**src/lsu_params.svh**
```systemverilog
// load/store slice parameters: lane count, data width and tag field widths
`ifndef LSU_PARAMS_SVH
`define LSU_PARAMS_SVH

`define LSU_NUM_LANES   4
`define LSU_XLEN        32
`define LSU_WORD_BYTES  4
`define LSU_ALIGN_W     2
`define LSU_OP_W        4
`define LSU_UUID_W      8
`define LSU_WID_W       2
`define LSU_PC_W        30
`define LSU_NR_W        5
`define LSU_OFFSET_W    12

// uuid + wid + pc + wb + rd + op + per-lane align + is_fence
`define LSU_TAG_W (`LSU_UUID_W + `LSU_WID_W + `LSU_PC_W + 1 + `LSU_NR_W + `LSU_OP_W \
                   + (`LSU_NUM_LANES * `LSU_ALIGN_W) + 1)

`define LSU_BUF_DEPTH   2

`endif

```
**src/lsu_pkg.sv**
```systemverilog
// load/store slice types: lane vectors, instruction fields and the operation enum
`include "lsu_params.svh"

package lsu_pkg;

    typedef logic [`LSU_XLEN-1:0]               xword_t;
    typedef logic [`LSU_XLEN-`LSU_ALIGN_W-1:0]  maddr_t;
    typedef logic [`LSU_WORD_BYTES-1:0]         byteen_t;
    typedef logic [`LSU_ALIGN_W-1:0]            align_t;
    typedef logic [`LSU_NUM_LANES-1:0]          lane_mask_t;
    typedef logic [`LSU_UUID_W-1:0]             uuid_t;
    typedef logic [`LSU_WID_W-1:0]              wid_t;
    typedef logic [`LSU_PC_W-1:0]               pc_t;
    typedef logic [`LSU_NR_W-1:0]               rd_t;
    typedef logic [`LSU_TAG_W-1:0]              mem_tag_t;

    // bits [1:0] access size, bit 2 unsigned, bit 3 store
    typedef enum logic [`LSU_OP_W-1:0] {
        LB    = 4'h0,
        LH    = 4'h1,
        LW    = 4'h2,
        LBU   = 4'h4,
        LHU   = 4'h5,
        SB    = 4'h8,
        SH    = 4'h9,
        SW    = 4'ha,
        FENCE = 4'hf
    } lsu_op_e;

endpackage

```
**src/lsu_req_format.sv**
```systemverilog
// request formatter: per-lane address generation, byte enables and store data alignment
`timescale 1ns/100ps
`include "lsu_params.svh"

module lsu_req_format (
    input  lsu_pkg::lsu_op_e                        exe_op,
    input  lsu_pkg::xword_t [`LSU_NUM_LANES-1:0]    rs1_data,
    input  lsu_pkg::xword_t [`LSU_NUM_LANES-1:0]    rs2_data,
    input  logic [`LSU_OFFSET_W-1:0]                offset,
    output lsu_pkg::maddr_t [`LSU_NUM_LANES-1:0]    mem_addr,
    output lsu_pkg::align_t [`LSU_NUM_LANES-1:0]    align,
    output lsu_pkg::byteen_t [`LSU_NUM_LANES-1:0]   byteen,
    output lsu_pkg::xword_t [`LSU_NUM_LANES-1:0]    store_data
);
    import lsu_pkg::*;

    xword_t offset_sext;

    assign offset_sext = {{(`LSU_XLEN-`LSU_OFFSET_W){offset[`LSU_OFFSET_W-1]}}, offset};

    for (genvar i = 0; i < `LSU_NUM_LANES; i++) begin : g_lane
        xword_t  full_addr;
        byteen_t byteen_w;

        assign full_addr = rs1_data[i] + offset_sext;

        assign mem_addr[i] = full_addr[`LSU_XLEN-1:`LSU_ALIGN_W];
        assign align[i]    = full_addr[`LSU_ALIGN_W-1:0];

        always_comb begin
            byteen_w = '0;
            case (exe_op)
                LB, LBU, SB: begin
                    byteen_w[full_addr[`LSU_ALIGN_W-1:0]] = 1'b1;
                end
                LH, LHU, SH: begin
                    // aligned half, low or high pair
                    byteen_w[{full_addr[1], 1'b0}] = 1'b1;
                    byteen_w[{full_addr[1], 1'b1}] = 1'b1;
                end
                default: begin
                    byteen_w = '1;
                end
            endcase
        end

        assign byteen[i] = byteen_w;

        // move the store bytes up to their lane position
        assign store_data[i] = rs2_data[i] << {full_addr[`LSU_ALIGN_W-1:0], 3'b000};
    end

endmodule

```
**src/lsu_issue_ctrl.sv**
```systemverilog
// issue control: execute handshake steering, fence lock and memory tag packing
`timescale 1ns/100ps
`include "lsu_params.svh"

module lsu_issue_ctrl (
    input  logic                                    clk,
    input  logic                                    reset,
    input  logic                                    exe_valid,
    input  lsu_pkg::lsu_op_e                        exe_op,
    input  logic                                    exe_wb,
    input  lsu_pkg::uuid_t                          exe_uuid,
    input  lsu_pkg::wid_t                           exe_wid,
    input  lsu_pkg::pc_t                            exe_pc,
    input  lsu_pkg::rd_t                            exe_rd,
    input  lsu_pkg::align_t [`LSU_NUM_LANES-1:0]    align,
    input  logic                                    mem_req_ready,
    input  logic                                    nrsp_ready,
    input  logic                                    rsp_fire,
    input  logic                                    rsp_is_fence,
    output logic                                    exe_ready,
    output logic                                    mem_req_valid,
    output logic                                    mem_req_rw,
    output logic                                    mem_req_flush,
    output lsu_pkg::mem_tag_t                       mem_req_tag,
    output logic                                    nrsp_valid
);
    import lsu_pkg::*;

    logic req_is_store;
    logic req_is_fence;
    logic nrsp_enable;
    logic nrsp_blocked;
    logic mem_req_fire;
    logic fence_lock;

    assign req_is_store = (exe_op == SB) || (exe_op == SH) || (exe_op == SW);
    assign req_is_fence = (exe_op == FENCE);

    // stores without writeback commit through the no-response path
    assign nrsp_enable  = req_is_store && !exe_wb;
    assign nrsp_blocked = nrsp_enable && !nrsp_ready;

    assign mem_req_valid = exe_valid && !fence_lock && !nrsp_blocked;
    assign nrsp_valid    = exe_valid && nrsp_enable && mem_req_ready && !fence_lock;
    assign exe_ready     = mem_req_ready && !fence_lock && !nrsp_blocked;

    assign mem_req_fire  = mem_req_valid && mem_req_ready;
    assign mem_req_rw    = req_is_store;
    assign mem_req_flush = req_is_fence;

    always_ff @(posedge clk) begin
        if (reset) begin
            fence_lock <= 1'b0;
        end else begin
            if (mem_req_fire && req_is_fence) begin
                fence_lock <= 1'b1;
            end
            if (rsp_fire && rsp_is_fence) begin
                fence_lock <= 1'b0;
            end
        end
    end

    assign mem_req_tag = {
        exe_uuid,
        exe_wid,
        exe_pc,
        exe_wb,
        exe_rd,
        exe_op,
        align,
        req_is_fence
    };

endmodule

```
**src/lsu_rsp_format.sv**
```systemverilog
// response formatter: tag unpacking and per-lane load data extraction and extension
`timescale 1ns/100ps
`include "lsu_params.svh"

module lsu_rsp_format (
    input  lsu_pkg::mem_tag_t                       mem_rsp_tag,
    input  lsu_pkg::xword_t [`LSU_NUM_LANES-1:0]    mem_rsp_data,
    output lsu_pkg::uuid_t                          rsp_uuid,
    output lsu_pkg::wid_t                           rsp_wid,
    output lsu_pkg::pc_t                            rsp_pc,
    output logic                                    rsp_wb,
    output lsu_pkg::rd_t                            rsp_rd,
    output logic                                    rsp_is_fence,
    output lsu_pkg::xword_t [`LSU_NUM_LANES-1:0]    rsp_data
);
    import lsu_pkg::*;

    logic [`LSU_OP_W-1:0]           rsp_op;
    align_t [`LSU_NUM_LANES-1:0]    rsp_align;

    assign {
        rsp_uuid,
        rsp_wid,
        rsp_pc,
        rsp_wb,
        rsp_rd,
        rsp_op,
        rsp_align,
        rsp_is_fence
    } = mem_rsp_tag;

    for (genvar i = 0; i < `LSU_NUM_LANES; i++) begin : g_lane
        logic [15:0] data16;
        logic [7:0]  data8;
        xword_t      lane_data;

        // half first, then byte within it
        assign data16 = rsp_align[i][1] ? mem_rsp_data[i][31:16] : mem_rsp_data[i][15:0];
        assign data8  = rsp_align[i][0] ? data16[15:8] : data16[7:0];

        always_comb begin
            case (rsp_op)
                LB:      lane_data = {{(`LSU_XLEN-8){data8[7]}}, data8};
                LH:      lane_data = {{(`LSU_XLEN-16){data16[15]}}, data16};
                LBU:     lane_data = {{(`LSU_XLEN-8){1'b0}}, data8};
                LHU:     lane_data = {{(`LSU_XLEN-16){1'b0}}, data16};
                LW:      lane_data = mem_rsp_data[i];
                // fence and anything else returns zero
                default: lane_data = '0;
            endcase
        end

        assign rsp_data[i] = lane_data;
    end

endmodule

```
**src/lsu_commit_buf.sv**
```systemverilog
// elastic buffer: small FIFO that decouples a commit path from its producer
`timescale 1ns/100ps
`include "lsu_params.svh"

module lsu_commit_buf #(
    parameter int WIDTH = 32
) (
    input  logic             clk,
    input  logic             reset,
    input  logic             valid_in,
    input  logic [WIDTH-1:0] data_in,
    input  logic             ready_out,
    output logic             ready_in,
    output logic             valid_out,
    output logic [WIDTH-1:0] data_out
);
    localparam int DEPTH = `LSU_BUF_DEPTH;
    localparam int AW    = (DEPTH > 1) ? $clog2(DEPTH) : 1;

    logic [WIDTH-1:0] mem [DEPTH];
    logic [AW-1:0]    wr_ptr;
    logic [AW-1:0]    rd_ptr;
    logic [AW:0]      count;
    logic             push;
    logic             pop;

    assign ready_in  = (count != (AW+1)'(DEPTH));
    assign valid_out = (count != '0);
    assign data_out  = mem[rd_ptr];

    assign push = valid_in && ready_in;
    assign pop  = valid_out && ready_out;

    always_ff @(posedge clk) begin
        if (push) begin
            mem[wr_ptr] <= data_in;
        end
    end

    always_ff @(posedge clk) begin
        if (reset) begin
            wr_ptr <= '0;
            rd_ptr <= '0;
            count  <= '0;
        end else begin
            if (push) begin
                wr_ptr <= (wr_ptr == AW'(DEPTH-1)) ? '0 : wr_ptr + 1'b1;
            end
            if (pop) begin
                rd_ptr <= (rd_ptr == AW'(DEPTH-1)) ? '0 : rd_ptr + 1'b1;
            end
            // simultaneous push and pop leaves the count alone
            if (push && !pop) begin
                count <= count + 1'b1;
            end else if (pop && !push) begin
                count <= count - 1'b1;
            end
        end
    end

endmodule

```
**src/lsu_commit_arb.sv**
```systemverilog
// commit arbiter: fixed priority between response and store paths, registered output
`timescale 1ns/100ps

module lsu_commit_arb #(
    parameter int WIDTH = 32
) (
    input  logic             clk,
    input  logic             reset,
    input  logic             rsp_valid,
    input  logic [WIDTH-1:0] rsp_data,
    input  logic             nrsp_valid,
    input  logic [WIDTH-1:0] nrsp_data,
    input  logic             commit_ready,
    output logic             rsp_ready,
    output logic             nrsp_ready,
    output logic             commit_valid,
    output logic [WIDTH-1:0] commit_data
);
    logic             out_valid;
    logic [WIDTH-1:0] out_data;
    logic             load;

    // output register free or draining this cycle
    assign load = !out_valid || commit_ready;

    // response path wins, store path waits
    assign rsp_ready  = load;
    assign nrsp_ready = load && !rsp_valid;

    always_ff @(posedge clk) begin
        if (reset) begin
            out_valid <= 1'b0;
        end else if (load) begin
            out_valid <= rsp_valid || nrsp_valid;
        end
    end

    always_ff @(posedge clk) begin
        if (load) begin
            if (rsp_valid) begin
                out_data <= rsp_data;
            end else if (nrsp_valid) begin
                out_data <= nrsp_data;
            end
        end
    end

    assign commit_valid = out_valid;
    assign commit_data  = out_data;

endmodule

```
**src/lsu_slice.sv**
```systemverilog
// load/store unit slice: request formatting, fence ordering, load formatting and commit merge
`timescale 1ns/100ps
`include "lsu_params.svh"

module lsu_slice (
    input  logic                                    clk,
    input  logic                                    reset,
    // execute
    input  logic                                    exe_valid,
    input  lsu_pkg::uuid_t                          exe_uuid,
    input  lsu_pkg::wid_t                           exe_wid,
    input  lsu_pkg::lane_mask_t                     exe_tmask,
    input  lsu_pkg::pc_t                            exe_pc,
    input  lsu_pkg::lsu_op_e                        exe_op,
    input  logic                                    exe_wb,
    input  lsu_pkg::rd_t                            exe_rd,
    input  lsu_pkg::xword_t [`LSU_NUM_LANES-1:0]    exe_rs1_data,
    input  lsu_pkg::xword_t [`LSU_NUM_LANES-1:0]    exe_rs2_data,
    input  logic [`LSU_OFFSET_W-1:0]                exe_offset,
    output logic                                    exe_ready,
    // memory request
    output logic                                    mem_req_valid,
    output logic                                    mem_req_rw,
    output lsu_pkg::lane_mask_t                     mem_req_mask,
    output lsu_pkg::byteen_t [`LSU_NUM_LANES-1:0]   mem_req_byteen,
    output lsu_pkg::maddr_t [`LSU_NUM_LANES-1:0]    mem_req_addr,
    output lsu_pkg::xword_t [`LSU_NUM_LANES-1:0]    mem_req_data,
    output logic                                    mem_req_flush,
    output lsu_pkg::mem_tag_t                       mem_req_tag,
    input  logic                                    mem_req_ready,
    // memory response
    input  logic                                    mem_rsp_valid,
    input  lsu_pkg::lane_mask_t                     mem_rsp_mask,
    input  lsu_pkg::xword_t [`LSU_NUM_LANES-1:0]    mem_rsp_data,
    input  lsu_pkg::mem_tag_t                       mem_rsp_tag,
    output logic                                    mem_rsp_ready,
    // commit
    output logic                                    commit_valid,
    output lsu_pkg::uuid_t                          commit_uuid,
    output lsu_pkg::wid_t                           commit_wid,
    output lsu_pkg::lane_mask_t                     commit_tmask,
    output lsu_pkg::pc_t                            commit_pc,
    output logic                                    commit_wb,
    output lsu_pkg::rd_t                            commit_rd,
    output lsu_pkg::xword_t [`LSU_NUM_LANES-1:0]    commit_data,
    input  logic                                    commit_ready
);
    import lsu_pkg::*;

    localparam int NRSP_W = `LSU_UUID_W + `LSU_WID_W + `LSU_NUM_LANES + `LSU_PC_W;
    localparam int RSP_W  = NRSP_W + 1 + `LSU_NR_W + (`LSU_NUM_LANES * `LSU_XLEN);

    align_t [`LSU_NUM_LANES-1:0] req_align;
    logic   nrsp_valid;
    logic   nrsp_ready;
    logic   rsp_fire;

    uuid_t  rsp_uuid;
    wid_t   rsp_wid;
    pc_t    rsp_pc;
    logic   rsp_wb;
    rd_t    rsp_rd;
    logic   rsp_is_fence;
    xword_t [`LSU_NUM_LANES-1:0] rsp_data;

    logic              rsp_buf_valid;
    logic              rsp_buf_ready;
    logic [RSP_W-1:0]  rsp_buf_data;
    logic              nrsp_buf_valid;
    logic              nrsp_buf_ready;
    logic [NRSP_W-1:0] nrsp_buf_data;
    logic [RSP_W-1:0]  arb_data;

    assign mem_req_mask = exe_tmask;
    assign rsp_fire     = mem_rsp_valid && mem_rsp_ready;

    lsu_req_format i_req_format (
        .exe_op     (exe_op),
        .rs1_data   (exe_rs1_data),
        .rs2_data   (exe_rs2_data),
        .offset     (exe_offset),
        .mem_addr   (mem_req_addr),
        .align      (req_align),
        .byteen     (mem_req_byteen),
        .store_data (mem_req_data)
    );

    lsu_issue_ctrl i_issue_ctrl (
        .clk           (clk),
        .reset         (reset),
        .exe_valid     (exe_valid),
        .exe_op        (exe_op),
        .exe_wb        (exe_wb),
        .exe_uuid      (exe_uuid),
        .exe_wid       (exe_wid),
        .exe_pc        (exe_pc),
        .exe_rd        (exe_rd),
        .align         (req_align),
        .mem_req_ready (mem_req_ready),
        .nrsp_ready    (nrsp_ready),
        .rsp_fire      (rsp_fire),
        .rsp_is_fence  (rsp_is_fence),
        .exe_ready     (exe_ready),
        .mem_req_valid (mem_req_valid),
        .mem_req_rw    (mem_req_rw),
        .mem_req_flush (mem_req_flush),
        .mem_req_tag   (mem_req_tag),
        .nrsp_valid    (nrsp_valid)
    );

    lsu_rsp_format i_rsp_format (
        .mem_rsp_tag  (mem_rsp_tag),
        .mem_rsp_data (mem_rsp_data),
        .rsp_uuid     (rsp_uuid),
        .rsp_wid      (rsp_wid),
        .rsp_pc       (rsp_pc),
        .rsp_wb       (rsp_wb),
        .rsp_rd       (rsp_rd),
        .rsp_is_fence (rsp_is_fence),
        .rsp_data     (rsp_data)
    );

    lsu_commit_buf #(
        .WIDTH (RSP_W)
    ) rsp_buf (
        .clk       (clk),
        .reset     (reset),
        .valid_in  (mem_rsp_valid),
        .data_in   ({rsp_uuid, rsp_wid, mem_rsp_mask, rsp_pc, rsp_wb, rsp_rd, rsp_data}),
        .ready_out (rsp_buf_ready),
        .ready_in  (mem_rsp_ready),
        .valid_out (rsp_buf_valid),
        .data_out  (rsp_buf_data)
    );

    // stores without writeback, captured with their request
    lsu_commit_buf #(
        .WIDTH (NRSP_W)
    ) nrsp_buf (
        .clk       (clk),
        .reset     (reset),
        .valid_in  (nrsp_valid),
        .data_in   ({exe_uuid, exe_wid, exe_tmask, exe_pc}),
        .ready_out (nrsp_buf_ready),
        .ready_in  (nrsp_ready),
        .valid_out (nrsp_buf_valid),
        .data_out  (nrsp_buf_data)
    );

    lsu_commit_arb #(
        .WIDTH (RSP_W)
    ) i_commit_arb (
        .clk          (clk),
        .reset        (reset),
        .rsp_valid    (rsp_buf_valid),
        .rsp_data     (rsp_buf_data),
        .nrsp_valid   (nrsp_buf_valid),
        .nrsp_data    ({nrsp_buf_data, 1'b0, {`LSU_NR_W{1'b0}},
                        {(`LSU_NUM_LANES*`LSU_XLEN){1'b0}}}),
        .commit_ready (commit_ready),
        .rsp_ready    (rsp_buf_ready),
        .nrsp_ready   (nrsp_buf_ready),
        .commit_valid (commit_valid),
        .commit_data  (arb_data)
    );

    assign {
        commit_uuid,
        commit_wid,
        commit_tmask,
        commit_pc,
        commit_wb,
        commit_rd,
        commit_data
    } = arb_data;

endmodule

```
**config.mk**
```make
export PLATFORM = sky130hd
export DESIGN_NAME = lsu_slice
export DESIGN_NICKNAME = d
export VERILOG_FILES = /design/src/lsu_pkg.sv /design/src/lsu_req_format.sv /design/src/lsu_issue_ctrl.sv /design/src/lsu_rsp_format.sv /design/src/lsu_commit_buf.sv /design/src/lsu_commit_arb.sv /design/src/lsu_slice.sv
export VERILOG_INCLUDE_DIRS = /design/src
export SDC_FILE = /design/constraint.sdc
export NUM_CORES = 1
export LEC_CHECK = 0
export BUFFER_PORTS_ARGS = -buffer_cell sky130_fd_sc_hd__buf_4
export CORE_AREA = 5 5 403 405
export CTS_BUF_LIST = sky130_fd_sc_hd__clkbuf_8
export CTS_CLUSTER_DIAMETER = 80
export DETAILED_ROUTE_END_ITERATION = 8
export DIE_AREA = 0 0 408 410
export PLACE_DENSITY = 0.38
export SYNTH_ARGS = -nofsm -noshare
export SYNTH_HDL_FRONTEND = slang
export SYNTH_SLANG_ARGS = --single-unit
export TNS_END_PERCENT = 50
```
**constraint.sdc**
```tcl
create_clock -name clk -period 31.6 [get_ports clk]
set_input_delay 1.58 -clock clk [delete_from_list [all_inputs] [get_ports clk]]
set_output_delay 1.58 -clock clk [all_outputs]
set_load 0.02 [all_outputs]
```
==> impl_metrics.json <==
{
  "coreArea_mm2": 0.158,
  "required_ns": 30.02,
  "multiInputGateArea_mm2": 0.0135,
  "die_h_um": 410,
  "power.share.clock_pct": 21.8,
  "grt_pass1_vias": 27544,
  "muxShareOfSynthArea_pct": 8.48,
  "crit_type": "input pin to output pin",
  "arrival_ns": 5.42,
  "avgRoutedWirePerCell_um": 26.8,
  "avgSynthCellArea_um2": 11.8,
  "fill_cells": 16612,
  "syn_nets": 3488,
  "clock_path_buffers": 3,
  "die-area_mm2": 0.167,
  "cp_cell_sequence": "buf_4 > ha_1 > inv_1 > fa_1 > nor2b_1 > o21a_1 > a211oi_1 > o21ai_1 > o31ai_2 > o41ai_1 > a31oi_1 > buf_4 > o31ai_1 > xor2_1 > buf_4",
  "first_iter_violations": 1569,
  "netlist_top_cells_area": "edfxtp_1, mux2i_1, ha_1",
  "start_util_pct": 21.2,
  "syn2layout_area_growth_pct": 35.7,
  "crit_path_start_kind": "input pin",
  "port_buffers": 1019,
  "cts-buffers-inserted": 111,
  "power_frac_seq_pct": 37.5,
  "clkLatencyLatePin_ns": 0.81,
  "drt-pass1-iter-count": 5,
  "timing.slew.headroom_pct": 16.1,
  "setup_viol": 0,
  "slowest_delay_ns": 0.69,
  "synth_fa_ha_area_share_pct": 4.96,
  "yosysSeqAreaShare_pct": 56.6,
  "p_comb_share_pct": 40.7,
  "grt_max_degree": 147,
  "root_buffer": "clkbuf_8",
  "ys_types": 71,
  "synth_edf_count": 622,
  "synth_top_family_by_area": "compound AO/OA/AOI/OAI gates",
  "die_w_um": 408,
  "clk_pin_slew_ns": 0.06,
  "maxCapViolations": 0,
  "hold_class": "register to register",
  "synthesis.area_mm2": 0.0334,
  "ys.flop_type": "edfxtp_1",
  "cpMostUsedCell": "buf_4",
  "tritoncts": "built",
  "final.setup.tns_ns": 0,
  "place_inst": 5781,
  "cts_resized": 0,
  "htree_levels": 3,
  "p_switching_uw": 1370,
  "grt_pass1_wl_mm": 220,
  "pin_count": 1030,
  "synth_top_cell_area_share_pct": 55.9,
  "ant_nets": 0,
  "ys_ff_latch": 634,
  "antenna_found_initial": 30,
  "synth.largest_area_cell": "edfxtp_1",
  "synthSimpleGateAreaFrac_pct": 10.8,
  "post_cts_buffers": 0,
  "swShare_pct": 39.7,
  "status": "complete, no violations",
  "ys_warn_count": 0,
  "placementRows": 146,
  "power_density_mw_per_mm2": 76.4,
  "synthCells": 2839,
  "post-route-min-period_ns": 7.00,
  "total_power_uw": 3470,
  "finish.instance_area_mm2": 0.0454,
  "path_buf_inv": 4,
  "wirelength_mm": 161,
  "cts.sink_count": 634,
  "worstMarginPinSlew_ns": 1.24,
  "regArea_mm2": 0.0189,
  "cts_hold_buf": 0,
  "slew_violations": 0,
  "hpwlAfterDp_mm": 128,
  "cellLeakagePower_uw": 0.0186,
  "fmax_mhz": 143,
  "track_usage_pct": 18.4,
  "drc": 0,
  "synth_common_cells": "edfxtp_1, nor2_1, mux2i_1",
  "synth-compound-area-share_pct": 12.9,
  "endpoint_kind": "output pin",
  "vias": 26934,
  "rsz0062_at_grt": "false",
  "final_hold_viol_count": 0,
  "path_delay_family": "compound AO/OA/AOI/OAI gates",
  "crit_slowest_cell": "o41ai_1",
  "fin_cells": 5997,
  "synthArstFlopShare_pct": 0,
  "dpl_cell_area_mm2": 0.0431,
  "power.internal_uw": 2090,
  "drive_gt1_share_pct": 31.4,
  "grt_overflow": 0,
  "viasPerCell": 4.49,
  "synth_most_common_cell": "edfxtp_1",
  "place_congestion": 0.923,
  "worstPathMaxFanout": 5,
  "fin_crit_sh_pct": 22.1,
  "finClkSkew_ns": 0.0520,
  "ir_drop_mv": 0.0468,
  "synth_xor_area_share_pct": 3.12,
  "nets": 4471,
  "final_core_util_pct": 28.7
}
==> power by group through the flow <==
stage	Clock (µW)	Sequential (µW)	Combinational [µW]
after floorplan	0	1510	585
after global placement	0	1320	1450
after detailed placement	0	1320	1440
after CTS	789	1310	1450
after global routing	828	1320	1510
final	755	1300	1410
==> path summary, 6_finish.rpt <==
path / startpoint / to / slack, ns / cells after the start
max: exe_offset[0] / mem_req_addr[52] / 24.60 / 15
min: rsp_buf.rd_ptr$_SDFFE_PP0P_ / register / 0.47 / 2
max reg2reg: register / i_commit_arb.commit_data[68]$_SDFFCE_PP0P_ / 27.67 / 5
min reg2reg: rsp_buf.rd_ptr$_SDFFE_PP0P_ / register / 0.47 / 2
==> per-layer routing <==
metal	track usage [%]	wire, µm	vias up
met1	23.0	68300	13209
li1	-	-	12589
met2	30.5	75700	937
met4	4.34	3840	16
met5	0	100	-
met3	6.35	12900	183
==> cell usage in the layout, fill, tap and decap left out, types with 12 or more instances in the layout <==
cell      synthesis  final
xor2_1           44     44
or3_1            12     12
a21oi_1         204    202
diode_2           0     17
a31oi_1          12     12
and3_1           44     43
nand2b_1         18     18
nand4_1          13     13
a221o_1          36     36
a21o_1           76     76
o21bai_1         19     19
xnor2_1          75     75
a22oi_1          29     29
nor2b_1          97     94
clkbuf_8          0    117
o21ai_0         111    111
inv_1            37     62
and2_1           23     22
nand2_1         226    226
mux2i_1         272    271
ha_1            126    124
a211oi_1         89     89
nand3_1          20     20
clkinv_1          2     35
nor3_1           16     16
buf_4            55   1056
edfxtp_1        622    622
nor2_1          302    300
o21a_1           16     16
==> registers in the layout, summed over array words and instances, names as in the netlist, named ones only <==
signal                     count
nrsp_buf.rd_ptr                1
nrsp_buf.wr_ptr                1
i_issue_ctrl.fence_lock        1
rsp_buf.count                  2
rsp_buf.mem                  356
nrsp_buf.count                 2
nrsp_buf.mem                  88
rsp_buf.wr_ptr                 1
i_commit_arb.commit_valid      1
i_commit_arb.commit_data     178
rsp_buf.rd_ptr                 1
==> logic make-up (layout without fill, tap and decap cells) <==
family | count (synthesis) | count (layout)
flops | 634 | 634
compound gates | 661 | 661
fa+ha+maj | 130 | 130
simple gates | 790 | 790
xor+xnor | 119 | 119
mux | 279 | 279
other cells | 0 | 17
buf+inv | 226 | 1295
==> metrics by stage <==
| stage | worst slack [ns] | hold WS, ns |
|---|---|---|
| final | 24.60 | 0.469 |
| after global routing | 24.31 | 0.520 |
| after CTS | 24.52 | 0.477 |
| after detailed placement | 24.55 | 0.469 |
| after global placement | 24.43 | 0.462 |
| after floorplan | 20.60 | 0.444 |
==> worst min-delay path, stage by stage (launching register included) <==
cell     delay, ns
dfxtp_1       0.30
nand2_1       0.07
a21oi_1       0.06
==> area by class of cell <==
class,count,share of cell area (%)
Sequential cell,634,41.7
Multi-Input combinational cell,1979,29.8
Timing Repair Buffer,1057,17.5
Tap cell,2072,5.72
Clock buffer,117,3.55
Clock inverter,82,1.26
Inverter,39,0.323
Antenna cell,17,0.0938
Power figures use the tool's default switching activity.
